[src/corr_pkg.sv]
// shared sizes, APB register map, packet format and structs of the correlator; import with corr_pkg::*.
`default_nettype none

package corr_pkg;

	localparam int num_inputs = 4;
	localparam int num_baselines = num_inputs * (num_inputs - 1) / 2;
	localparam int count_width = 16;
	localparam int len_width = 16;
	localparam int frame_width = count_width; // frame goes out as one more packet word.

	localparam int apb_addr_width = 8;
	localparam int apb_data_width = 32;

	// packet: sync, config, spectra, baselines, frame.
	localparam logic [7:0] sync_byte = 8'ha5;
	localparam logic [7:0] config_byte = 8'(((count_width / 4) << 4) | (num_inputs - 1));
	localparam int packet_bytes = 2 + 2 * (num_inputs + num_baselines + 1);

	localparam logic [apb_addr_width-1:0] addr_ctrl = 8'h00;
	localparam logic [apb_addr_width-1:0] addr_len = 8'h04;
	localparam logic [apb_addr_width-1:0] addr_status = 8'h08;
	localparam logic [apb_addr_width-1:0] addr_frame = 8'h0c;
	localparam logic [apb_addr_width-1:0] addr_spectra = 8'h10;
	localparam logic [apb_addr_width-1:0] addr_baselines = 8'h20;

	// baseline b correlates line pair_a[b] with line pair_b[b].
	localparam int pair_a [num_baselines] = '{0, 0, 0, 1, 1, 2};
	localparam int pair_b [num_baselines] = '{1, 2, 3, 2, 3, 3};

	typedef logic [count_width-1:0] count_t;

	typedef struct packed {
		logic start; // one cycle pulse.
		logic [num_inputs-1:0] invert;
		logic [len_width-1:0] integ_len;
	} corr_ctrl_t;

	typedef struct packed {
		count_t [num_inputs-1:0] spectra;
		count_t [num_baselines-1:0] baselines;
		logic [frame_width-1:0] frame;
		logic overflow;
	} corr_results_t;

endpackage

`default_nettype wire
[src/correlator_top.sv]
// top level of the photon-counting correlator; APB control in, lines in, result packets out.
`default_nettype none

module correlator_top
	import corr_pkg::*;
(
	input wire logic intclk,
	input wire logic reset,
	input wire logic psel,
	input wire logic penable,
	input wire logic pwrite,
	input wire logic [apb_addr_width-1:0] paddr,
	input wire logic [apb_data_width-1:0] pwdata,
	output logic [apb_data_width-1:0] prdata,
	output logic pready,
	output logic pslverr,
	input wire logic [num_inputs-1:0] line_in,
	output logic [7:0] tx_data,
	output logic tx_valid,
	input wire logic tx_ready
);

	corr_ctrl_t ctrl;
	corr_results_t results;
	logic [num_inputs-1:0] pulses;
	logic done;
	logic busy;
	logic tx_busy;

	line_sampler u_sampler (
		.intclk(intclk), .reset(reset), .line_in(line_in),
		.invert(ctrl.invert), .pulses(pulses)
	);

	correlator_bank u_bank (
		.intclk(intclk), .reset(reset), .ctrl(ctrl), .pulses(pulses),
		.tx_busy(tx_busy), .results(results), .done(done), .busy(busy)
	);

	apb_regs u_regs (
		.intclk(intclk), .reset(reset), .psel(psel), .penable(penable),
		.pwrite(pwrite), .paddr(paddr), .pwdata(pwdata), .results(results),
		.busy(busy), .prdata(prdata), .pready(pready), .pslverr(pslverr), .ctrl(ctrl)
	);

	packet_tx u_tx (
		.intclk(intclk), .reset(reset), .results(results), .done(done),
		.tx_ready(tx_ready), .tx_data(tx_data), .tx_valid(tx_valid), .tx_busy(tx_busy)
	);

endmodule

`default_nettype wire

[src/packet_tx.sv]
// sends the frozen results as a byte packet over a valid/ready stream after each window.
`default_nettype none

module packet_tx
	import corr_pkg::*;
(
	input wire logic intclk,
	input wire logic reset,
	input wire corr_results_t results,
	input wire logic done,
	input wire logic tx_ready,
	output logic [7:0] tx_data,
	output logic tx_valid,
	output logic tx_busy
);

	localparam int num_words = num_inputs + num_baselines + 1;
	localparam int idx_width = $clog2(packet_bytes);

	logic sending;
	logic [idx_width-1:0] idx;
	logic [idx_width-1:0] off;
	logic [idx_width-1:0] word_idx;
	logic [num_words*count_width-1:0] words;

	// word 0 is spectrum 0, then baselines, frame last.
	assign words = {results.frame, results.baselines, results.spectra};
	assign off = idx - 2'd2;
	assign word_idx = off >> 1;

	always_comb begin
		if (idx == '0)
			tx_data = sync_byte;
		else if (idx == idx_width'(1))
			tx_data = config_byte;
		else if (!off[0])
			tx_data = words[word_idx*count_width + 8 +: 8]; // msb first.
		else
			tx_data = words[word_idx*count_width +: 8];
	end

	assign tx_valid = sending;
	assign tx_busy = sending;

	always_ff @(posedge intclk) begin
		if (reset) begin
			sending <= 1'b0;
			idx <= '0;
		end else if (done) begin
			sending <= 1'b1;
			idx <= '0;
		end else if (sending && tx_ready) begin
			if (idx == idx_width'(packet_bytes - 1)) begin
				sending <= 1'b0;
				idx <= '0;
			end else begin
				idx <= idx + 1'b1;
			end
		end
	end

endmodule

`default_nettype wire

[src/apb_regs.sv]
// APB3 slave holding the window settings and exposing status, frame and the frozen counts.
`default_nettype none

module apb_regs
	import corr_pkg::*;
(
	input wire logic intclk,
	input wire logic reset,
	input wire logic psel,
	input wire logic penable,
	input wire logic pwrite,
	input wire logic [apb_addr_width-1:0] paddr,
	input wire logic [apb_data_width-1:0] pwdata,
	input wire corr_results_t results,
	input wire logic busy,
	output logic [apb_data_width-1:0] prdata,
	output logic pready,
	output logic pslverr,
	output corr_ctrl_t ctrl
);

	logic access;
	logic mapped;
	logic writable;
	logic start_q;
	logic [num_inputs-1:0] invert_q;
	logic [len_width-1:0] len_q;
	logic [apb_addr_width-1:0] spec_off;
	logic [apb_addr_width-1:0] base_off;

	assign access = psel & penable;
	assign pready = 1'b1;
	assign spec_off = (paddr - addr_spectra) >> 2;
	assign base_off = (paddr - addr_baselines) >> 2;

	always_comb begin
		prdata = '0;
		mapped = 1'b0;
		writable = 1'b0;
		if (paddr[1:0] == 2'b00) begin
			if (paddr == addr_ctrl) begin
				mapped = 1'b1;
				writable = 1'b1;
				prdata[4 +: num_inputs] = invert_q; // start always reads 0.
			end else if (paddr == addr_len) begin
				mapped = 1'b1;
				writable = 1'b1;
				prdata[len_width-1:0] = len_q;
			end else if (paddr == addr_status) begin
				mapped = 1'b1;
				prdata[1:0] = {results.overflow, busy};
			end else if (paddr == addr_frame) begin
				mapped = 1'b1;
				prdata[frame_width-1:0] = results.frame;
			end else if (paddr >= addr_spectra && paddr < addr_spectra + 8'(4 * num_inputs)) begin
				mapped = 1'b1;
				prdata[count_width-1:0] = results.spectra[spec_off[$clog2(num_inputs)-1:0]];
			end else if (paddr >= addr_baselines &&
					paddr < addr_baselines + 8'(4 * num_baselines)) begin
				mapped = 1'b1;
				prdata[count_width-1:0] = results.baselines[base_off[$clog2(num_baselines)-1:0]];
			end
		end
	end

	// a start while busy is refused as a whole.
	assign pslverr = access & (~mapped | (pwrite & ~writable) |
		(pwrite & paddr == addr_ctrl & pwdata[0] & busy));

	always_ff @(posedge intclk) begin
		if (reset) begin
			start_q <= 1'b0;
			invert_q <= '0;
			len_q <= '0;
		end else begin
			start_q <= 1'b0;
			if (access && pwrite && !pslverr) begin
				if (paddr == addr_ctrl) begin
					start_q <= pwdata[0];
					invert_q <= pwdata[4 +: num_inputs];
				end else if (paddr == addr_len) begin
					len_q <= pwdata[len_width-1:0];
				end
			end
		end
	end

	assign ctrl = '{start: start_q, invert: invert_q, integ_len: len_q};

endmodule

`default_nettype wire

[src/correlator_bank.sv]
// integration window, saturating spectrum and baseline counters, and the frozen result snapshot.
`default_nettype none

module correlator_bank
	import corr_pkg::*;
(
	input wire logic intclk,
	input wire logic reset,
	input wire corr_ctrl_t ctrl,
	input wire logic [num_inputs-1:0] pulses,
	input wire logic tx_busy,
	output corr_results_t results,
	output logic done,
	output logic busy
);

	localparam count_t max_count = '1;

	logic active;
	logic [len_width-1:0] remaining;
	count_t [num_inputs-1:0] spec_cnt;
	count_t [num_baselines-1:0] base_cnt;
	logic ovf;
	logic counting;
	logic [num_inputs-1:0] spec_inc;
	logic [num_baselines-1:0] base_inc;
	logic sat_hit;

	assign counting = active && (remaining != '0);
	assign done = active && (remaining == '0); // the cycle after the last counted one.
	assign busy = active | tx_busy;

	always_comb begin
		sat_hit = 1'b0;
		for (int i = 0; i < num_inputs; i++) begin
			spec_inc[i] = counting & pulses[i];
			sat_hit = sat_hit | (spec_inc[i] && spec_cnt[i] == max_count);
		end
		for (int b = 0; b < num_baselines; b++) begin
			base_inc[b] = counting & pulses[pair_a[b]] & pulses[pair_b[b]];
			sat_hit = sat_hit | (base_inc[b] && base_cnt[b] == max_count);
		end
	end

	always_ff @(posedge intclk) begin
		if (reset) begin
			active <= 1'b0;
			remaining <= '0;
			spec_cnt <= '0;
			base_cnt <= '0;
			ovf <= 1'b0;
			results <= '0;
		end else if (ctrl.start) begin
			active <= 1'b1;
			remaining <= ctrl.integ_len;
			spec_cnt <= '0;
			base_cnt <= '0;
			ovf <= 1'b0;
		end else if (counting) begin
			remaining <= remaining - 1'b1;
			for (int i = 0; i < num_inputs; i++) begin
				if (spec_inc[i] && spec_cnt[i] != max_count)
					spec_cnt[i] <= spec_cnt[i] + 1'b1;
			end
			for (int b = 0; b < num_baselines; b++) begin
				if (base_inc[b] && base_cnt[b] != max_count)
					base_cnt[b] <= base_cnt[b] + 1'b1;
			end
			ovf <= ovf | sat_hit; // a lost increment marks overflow.
		end else if (done) begin
			// freeze the window.
			active <= 1'b0;
			results.spectra <= spec_cnt;
			results.baselines <= base_cnt;
			results.frame <= results.frame + 1'b1;
			results.overflow <= ovf;
		end
	end

endmodule

`default_nettype wire

[src/line_sampler.sv]
// brings the asynchronous photon lines into intclk and turns each rising edge into a one-cycle pulse.
`default_nettype none

module line_sampler
	import corr_pkg::*;
(
	input wire logic intclk,
	input wire logic reset,
	input wire logic [num_inputs-1:0] line_in,
	input wire logic [num_inputs-1:0] invert,
	output logic [num_inputs-1:0] pulses
);

	logic [num_inputs-1:0] sync1;
	logic [num_inputs-1:0] sync2;
	logic [num_inputs-1:0] level;
	logic [num_inputs-1:0] prev;

	// inverted lines count their falling edges.
	assign level = sync2 ^ invert;

	always_ff @(posedge intclk) begin
		if (reset) begin
			sync1 <= '0;
			sync2 <= '0;
			prev <= '0;
			pulses <= '0;
		end else begin
			sync1 <= line_in;
			sync2 <= sync1;
			prev <= level;
			pulses <= level & ~prev; // edge register, third stage.
		end
	end

endmodule

`default_nettype wire

[config.mk]
export PLATFORM = sky130hd
export DESIGN_NAME = correlator_top
export DESIGN_NICKNAME = d
export VERILOG_FILES = /design/src/corr_pkg.sv /design/src/correlator_top.sv /design/src/packet_tx.sv /design/src/apb_regs.sv /design/src/correlator_bank.sv /design/src/line_sampler.sv
export SDC_FILE = /design/constraint.sdc
export NUM_CORES = 1
export LEC_CHECK = 0
export BUFFER_PORTS_ARGS = -buffer_cell sky130_fd_sc_hd__buf_4
export CAP_MARGIN = 10
export CORE_ASPECT_RATIO = 1.2
export CORE_MARGIN = 8
export CORE_UTILIZATION = 64
export CTS_BUF_LIST = sky130_fd_sc_hd__clkbuf_4 sky130_fd_sc_hd__clkbuf_8
export CTS_CLUSTER_DIAMETER = 60
export DETAILED_ROUTE_END_ITERATION = 16
export GPL_ROUTABILITY_DRIVEN = 0
export PLACE_DENSITY = 0.83
export SYNTH_ARGS = -nofsm -noshare
export SYNTH_HDL_FRONTEND = slang
export SYNTH_SLANG_ARGS = --single-unit
[constraint.sdc]
create_clock -name intclk -period 4.6 [get_ports intclk]
set_clock_uncertainty 0.05 [all_clocks]
set_input_delay 0.46 -clock intclk [delete_from_list [all_inputs] [get_ports intclk]]
set_output_delay 0.46 -clock intclk [all_outputs]
set_load 0.1 [all_outputs]
==> results of run 1 <==
registers in the layout, indices dropped and copies added (netlist names):
name and count:
u_tx.tx_busy 1, u_bank.base_cnt 96, u_bank.remaining 16, u_sampler.prev 4, u_sampler.sync1 4, u_regs.start_q 1
u_bank.ovf 1, u_tx.idx 5, u_bank.active 1, u_sampler.sync2 4, u_regs.invert_q 4, u_regs.len_q 16
u_sampler.pulses 4, u_bank.spec_cnt 64, u_bank.results 177
synth_stat cells, types with 17 or more instances:
cell type and instances:
nor4_1 41, mux4_2 75, o22ai_1 21, mux2i_1 72, nand3_1 79, dfxtp_1 398, nand4_1 70, nand2_1 452
buf_2 30, xnor2_1 101, ha_1 18, or3_1 25, inv_1 45, xor2_1 62, and3_1 21, o21ai_0 54
nor3_1 60, a21oi_1 223, clkbuf_1 116, buf_4 17, nor2_1 240
placed cells by master, fill, tap and decap left out, types with 12 or more instances in the layout:
master / Yosys / layout
nand2_1: 452 / 452
dfxtp_1: 398 / 396
nor2_1: 240 / 240
a21oi_1: 223 / 221
xnor2_1: 101 / 101
buf_4: 17 / 84
nand3_1: 79 / 79
mux4_2: 75 / 75
clkbuf_8: 0 / 75
mux2i_1: 72 / 72
nand4_1: 70 / 70
xor2_1: 62 / 62
nor3_1: 60 / 59
o21ai_0: 54 / 51
inv_1: 45 / 45
nor4_1: 41 / 39
or3_1: 25 / 24
o22ai_1: 21 / 21
and3_1: 21 / 21
ha_1: 18 / 18
conb_1: 2 / 17
clkbuf_4: 0 / 17
nor2b_1: 12 / 12
through the flow:
step / worst slack, ns / power (mW)
detailed placement: 1.15 / 3.75
CTS: 0.644 / 6.78
floorplan: 0.0188 / 3.71
finish: 0.568 / 6.76
global placement: 1.17 / 3.75
global route: 0.434 / 6.95
worst max-delay path, delay by kind of cell (launching register included):
family,cells,cell delay (ns)
buffers and inverters,4,0.95
flip-flops,1,0.51
adder cells (fa/ha/maj),1,0.28
AO/OA/AOI/OAI,3,0.72
AND/OR/NAND/NOR,2,0.43
worst paths after layout:
check                         to           startpoint  cells past startpoint
max                   tx_data[0]          u_tx.idx[2]                     10
min             u_regs.len_q[12]           pwdata[12]                      3
max reg2reg  u_bank.results[173]  u_bank.remaining[0]                      8
min reg2reg  u_sampler.pulses[3]    u_sampler.prev[3]                      1
metal layers:
metal	global-route usage [%]	part of all wire, %	vias to the layer above
li1	-	-	8068
met1	35.3	36	8404
met2	49.3	47	1038
met3	8.52	11	275
met4	19.1	7.0	0
met5	0	0	-
area by class of cell:
| cell class | instances | share of cell area (%) |
|---|---|---|
| Clock inverter | 13 | 0.548 |
| Multi-Input combinational cell | 1744 | 50.5 |
| Clock buffer | 92 | 5.40 |
| Tap cell | 396 | 2.31 |
| Sequential cell | 398 | 37.1 |
| Inverter | 46 | 0.804 |
| Timing Repair Buffer | 90 | 3.32 |
where the power goes:
group | leakage (nW) | internal [mW] | switching, mW
registers | 3.21 | 3.45 | 0.00542
logic | 3.27 | 0.0505 | 0.177
clock network | 0.685 | 1.71 | 1.37
kinds of logic after synthesis:
logic type / share of synthesized area [%]
buffers and inverters: 4.70
and+or+nand+nor: 25.0
xor gates and xnor gates: 7.27
muxes: 12.3
DFF: 40.6
other: 0.0383
AOI/OAI and AO/OA: 8.86
adders and majority gates: 1.15
repair_timing:
| item | CTS | global route |
|---|---|---|
| buffers inserted | 0 | 0 |
| hold buffers | 3 | 0 |
| hold endpoints to repair | 3 | 0 |
==> impl_results.md, run 1 <==
- Detailed Place HPWL: 39.2 mm
- CP Cell Sequence: inv_1, ha_1, buf_4, clkinv_1, nand3_1, nor2_1, a31oi_1, o21ai_0, a211o_1, buf_4
- Top-area cell type share of the netlist area: between 40% and 50%
- Netlist area before placement: 0.0196 mm2
- Ratio of cells with drive above 1 in the final layout: 12.5%
- CTS tree: yes
- Reg2reg setup slack: between 1 and 1.5 ns
- Die width: 176 um
- Pins over their slew limit: 0
- Power Density: ~310 mW/mm2
- Footprint of the multi-input gates: about 0.011 mm2
- Distinct cell type count after synthesis: 58
- Htree depth: 2
- Synth Instances: around 2300
- Area Growth Syn to Fin: 9.38%
- Clock sinks: 398
- Row count: 70
- DP Area: 0.0202 mm2
- Highest clock rate: 248 MHz
- DRC Markers: 0
- Antenna Cells: 0
- Vias in the first global route: 16900
- Via count: roughly 18000
- Final TNS setup: 0 ns
- Initial core utilization: 64.8%
- Fillers: 2294
- GRT overflow: 0
- Core area: about 0.030 mm2
- Final net count: 2409
- Antenna-violating nets left: 0
- Yosys reg bits: 398
- First-pass GRT wire length: slightly above 90 mm
- Placed cells: 2671
- Post-synth ARST share: 0%
- Final hold violation count: 0
- Outcome: complete, no violations
- Routed vias/inst: ~6.4
- Worst-margin pin slew: 1.20 ns
- Yosys warnings: 0
- Leakage: 7.17 nW
- Synth area leaders: dfxtp_1 (41%), nand2_1 (8.6%), mux4_2 (8.6%), a21oi_1 (5.7%), nor2_1 (4.6%)
- Fin util: 70.8%
- Num ports: 93
- Most used cell along the critical path: buf_4
- Critical Path Sink Type: output port
- Starting DRC count in detailed routing: 2217
- Clk_lat worst skew: 0.63 ns
- Top FF cell, synth: dfxtp_1
- Period minus WS final: 4.03 ns
- Type of the worst setup path: reg -> out
- Largest net degree at the start of global routing: 99
- Synthesized area per cell: 8.37 um2
- # Max-Cap Violations: 0
- DRT Wirelength: 57.3 mm
- Design area: approximately 0.021 mm2
- Highest-delay cell along the critical path: dfxtp_1
- Post-Layout Cell Count: 2779
- Fraction of the cycle the final worst path needs: 87.7%
- Largest area contributor in the netlist: dfxtp_1
- CTS buffer count: 61
- Hold crit path type: in -> reg
- Peak VDD IR: 0.293 mV
- Required time of the worst setup path: ~4.1 ns
- Register area share after synthesis: 40.6%
- Post-DR wirelength/cell: slightly above 20 um
- Max clock buf depth: 3
- Port Buffers: 59
- CP max FO: 18
- Total track usage: 30.5%
- Initial antenna violation count: 0
- Worst setup SP type: flop
- Clk root buf: clkbuf_8
- CTS resizes: 0
- RSZ-0062 raised after global routing: no
- Worst hold margin: around 0.018 ns
- Die ar.: between 0.03 and 0.04 mm2
- Clock transition at path regs: 0.06 ns
- Post-synth EDFFs: 0
- Drt pass-1 iters: 5
- Final setup vio count: 0
- Crit path largest cell delay: 0.51 ns
- Arr. time, crit path: 3.52 ns
- Register area: 0.00797 mm2
- Die height: 208 um
- Worst slew margin: 19.1%
(Power assumes the default switching activity.)
==> run 2, diff against run 1 <==
- CELL_PAD_IN_SITES_DETAIL_PLACEMENT: default -> 0
- CELL_PAD_IN_SITES_GLOBAL_PLACEMENT: default -> 1
- CORE_UTILIZATION: 64 -> 49
- PLACE_DENSITY: 0.83 -> default
- PLACE_DENSITY_LB_ADDON: default -> 0.1
- SKIP_LAST_GASP: default -> 1
==> run 2 against run 1 <==
  * Setup slack got worse by 0.091 ns
  * Final area rose by 2.7%
  * Clock power rose by 15%
  * Total power rose by 6.9%
  * Fmax fell by 2.2%
  * Critical endpoint unchanged
  * Largest cell class unchanged
  * Combinational power rose by 5%
  * Count of clock-buffer cells in the layout rose by 20
==> impl_results.md, run 2 (synthesis gave the netlist of run 1 again) <==
- Drt pass-1 iters: 5 (unchanged)
- Row count: 80 (+14%)
- Clock transition at path regs: 0.06 ns (about the same)
- Required time of the worst setup path: 4.09 ns (about the same)
- Initial antenna violation count: 0 (unchanged)
- First-pass GRT wire length: 94.4 mm (+4.2%)
- DRC Markers: 0 (unchanged)
- Worst setup SP type: flop
- Starting DRC count in detailed routing: 1334 (-40%)
- Footprint of the multi-input gates: 0.0108 mm2 (-0.12%)
- Largest register FFs: 177 (unchanged)
- Arr. time, crit path: 3.61 ns (+0.09 ns)
- Clock sinks: 398 (unchanged)
- Largest net degree at the start of global routing: 162 (+64%)
- Fillers: 3833 (+67%)
- Worst slew margin: 17.1% (-2.0 points)
- Max clock buf depth: 3 (unchanged)
- Pre-CTS setup slack: 1.11 ns (-0.0427 ns)
- Post-CTS setup buffer count: 0 (unchanged)
- Hold crit path type: in -> reg
- Fraction of the cycle the final worst path needs: 89.6% (+2.0 points)
- Initial core utilization: 49.5% (-15 points)
- Die ar.: 0.0467 mm2 (+28%)
- Commonest non-fill, non-tap cell in the layout: nand2_1
- CTS resizes: 0 (unchanged)
- Met3 wire length: 4.02 mm (-34%)
- Clk root buf: clkbuf_8
- Highest clock rate: 243 MHz (-2.2%)
- Highest metal used: met4
- CTS buffer count: 70 (+15%)
- Htree depth: 3 (+1)
- Area Growth Syn to Fin: 12.3%
- Period minus WS final: 4.12 ns (+0.0909 ns)
- Outcome: complete, no violations
- Pwr Total: 7.23 mW (+6.9%)
- Num ports: 93 (unchanged)
- Post-Layout Cell Count: 2949 (+6.1%)
- CP Cell Sequence: inv_1, ha_1, buf_4, clkinv_1, nand3_1, nor2_1, a31oi_1, o21ai_0, a211o_1, buf_4
- GRT overflow: 0 (unchanged)
- RSZ-0062 raised after global routing: no
- Commonest non-fill, non-tap cells in the layout: nand2_1 (452), dfxtp_1 (396), nor2_1 (240)
- Highest-delay cell along the critical path: dfxtp_2
- Power Density: 328 mW/mm2 (+4.1%)
- Fin util: 55.6% (-15 points)
- Vias in the first global route: 16400 (-3.3%)
- Top reg by flops: u_bank.results
- DRT met1 WL: 25.4 mm (+24%)
- Type of the worst setup path: reg -> out
- Peak VDD IR: 0.215 mV (-26%)
- Critical path's top delay family: buffers and inverters
- Clk_lat worst skew: 0.64 ns (about the same)
- Total track usage: 25.6% (-4.9 points)
- Leakage: 7.36 nW (+2.7%)
- Core area: 0.0396 mm2 (+31%)
- Final TNS setup: 0 ns (unchanged)
- Via count: 17100 (-4.0%)
- Placed cells: 2809 (+5.2%)
- Port Buffers: 59 (unchanged)
- Final hold violation count: 0 (unchanged)
- Biggest regs: u_bank.results: 177 flops, u_bank.base_cnt: 96 flops, u_bank.spec_cnt: 64 flops
- Met2 WL: 28.6 mm (+7.3%)
- Ratio of cells with drive above 1 in the final layout: 13.1% (+0.54 points)
- CP max FO: 21 (+3)
- Register area: 0.00797 mm2 (unchanged)
- Most used cell along the critical path: buf_4
- CP bufs+invs: 4 (unchanged)
- Antenna-violating nets left: 0 (unchanged)
- Critical Path Sink Type: output port
- Pins over their slew limit: 0 (unchanged)
- Detailed Place HPWL: 42.4 mm (+8.1%)
- Routed vias/inst: 5.79 (-9.6%)
- Crit path largest cell delay: 0.68 ns (+0.17 ns)
- Post-DR wirelength/cell: 20.5 um (-0.36%)
- Final setup vio count: 0 (unchanged)
- Worst-margin pin slew: 1.23 ns (+0.0287 ns)
- # Max-Cap Violations: 0 (unchanged)
- # hold bufs at CTS: 16 (+13)
- DRT Wirelength: 60.6 mm (+5.7%)
- Final WS setup: 0.477 ns (-0.0909 ns)
- Final net count: 2433 (+1.0%)
- Die width: 199 um (+13%)
- Die height: 235 um (+13%)
- CTS tree: yes
==> run 2: changes by cell type in the layout (fill, tap and decap cells not counted), sizes merged <==
cell         delta
clkinvlp        -1
clkinv          -2
buf             +1
dlygate4sd3    +13
diode           +1
clkbuf         +21
==> run 2: worst register-to-register path: cells and delay by family (launching register included) <==
kind	cells	cell delay (ns)
AOI/OAI and AO/OA	1	0.07
adders and majority gates	1	0.16
buffers and inverters	2	0.62
DFF	1	0.32
and+or+nand+nor	4	2.15
==> run 2: area by class of cell <==
type / instances / area share, %
Timing Repair Buffer: 105 / 4.05
Inverter: 46 / 0.783
Clock inverter: 10 / 0.471
Sequential cell: 398 / 36.2
Multi-Input combinational cell: 1744 / 49.1
Tap cell: 533 / 3.03
Clock buffer: 112 / 6.37
Antenna cell: 1 / 0.0114
==> run 2: final timing paths <==
| path | from | end | slack (ns) | depth (start not counted) |
|---|---|---|---|---|
| max | u_tx.idx[1] | tx_data[0] | 0.48 | 10 |
| min | pwdata[6] | u_regs.invert_q[2] | 0.05 | 3 |
| max reg2reg | u_bank.remaining[0] | u_bank.results[65] | 1.10 | 8 |
| min reg2reg | u_sampler.prev[1] | u_sampler.pulses[1] | 0.35 | 1 |
==> run 2: metal layers <==
metal | GRT usage [%] | vias up
li1 | - | 8139
met1 | 32.2 | 8260
met2 | 41.6 | 535
met3 | 5.36 | 136
met4 | 12.0 | 0
met5 | 0 | -
==> run 2: per-stage QoR <==
step	hold slack (ns)	area [um2]
finish	0.0498	22000
global placement	0.333	20400
global route	0.00736	22000
floorplan	0.323	19700
detailed placement	0.337	20400
CTS	0.00105	22000
==> run 2: report_power, final <==
part	internal (mW)	total [mW]	leakage, nW	switching (mW)
registers	3.45	3.46	3.21	0.00681
clock network	2.04	3.53	0.808	1.49
logic	0.0589	0.238	3.35	0.180
total	5.55	7.23	7.36	1.68
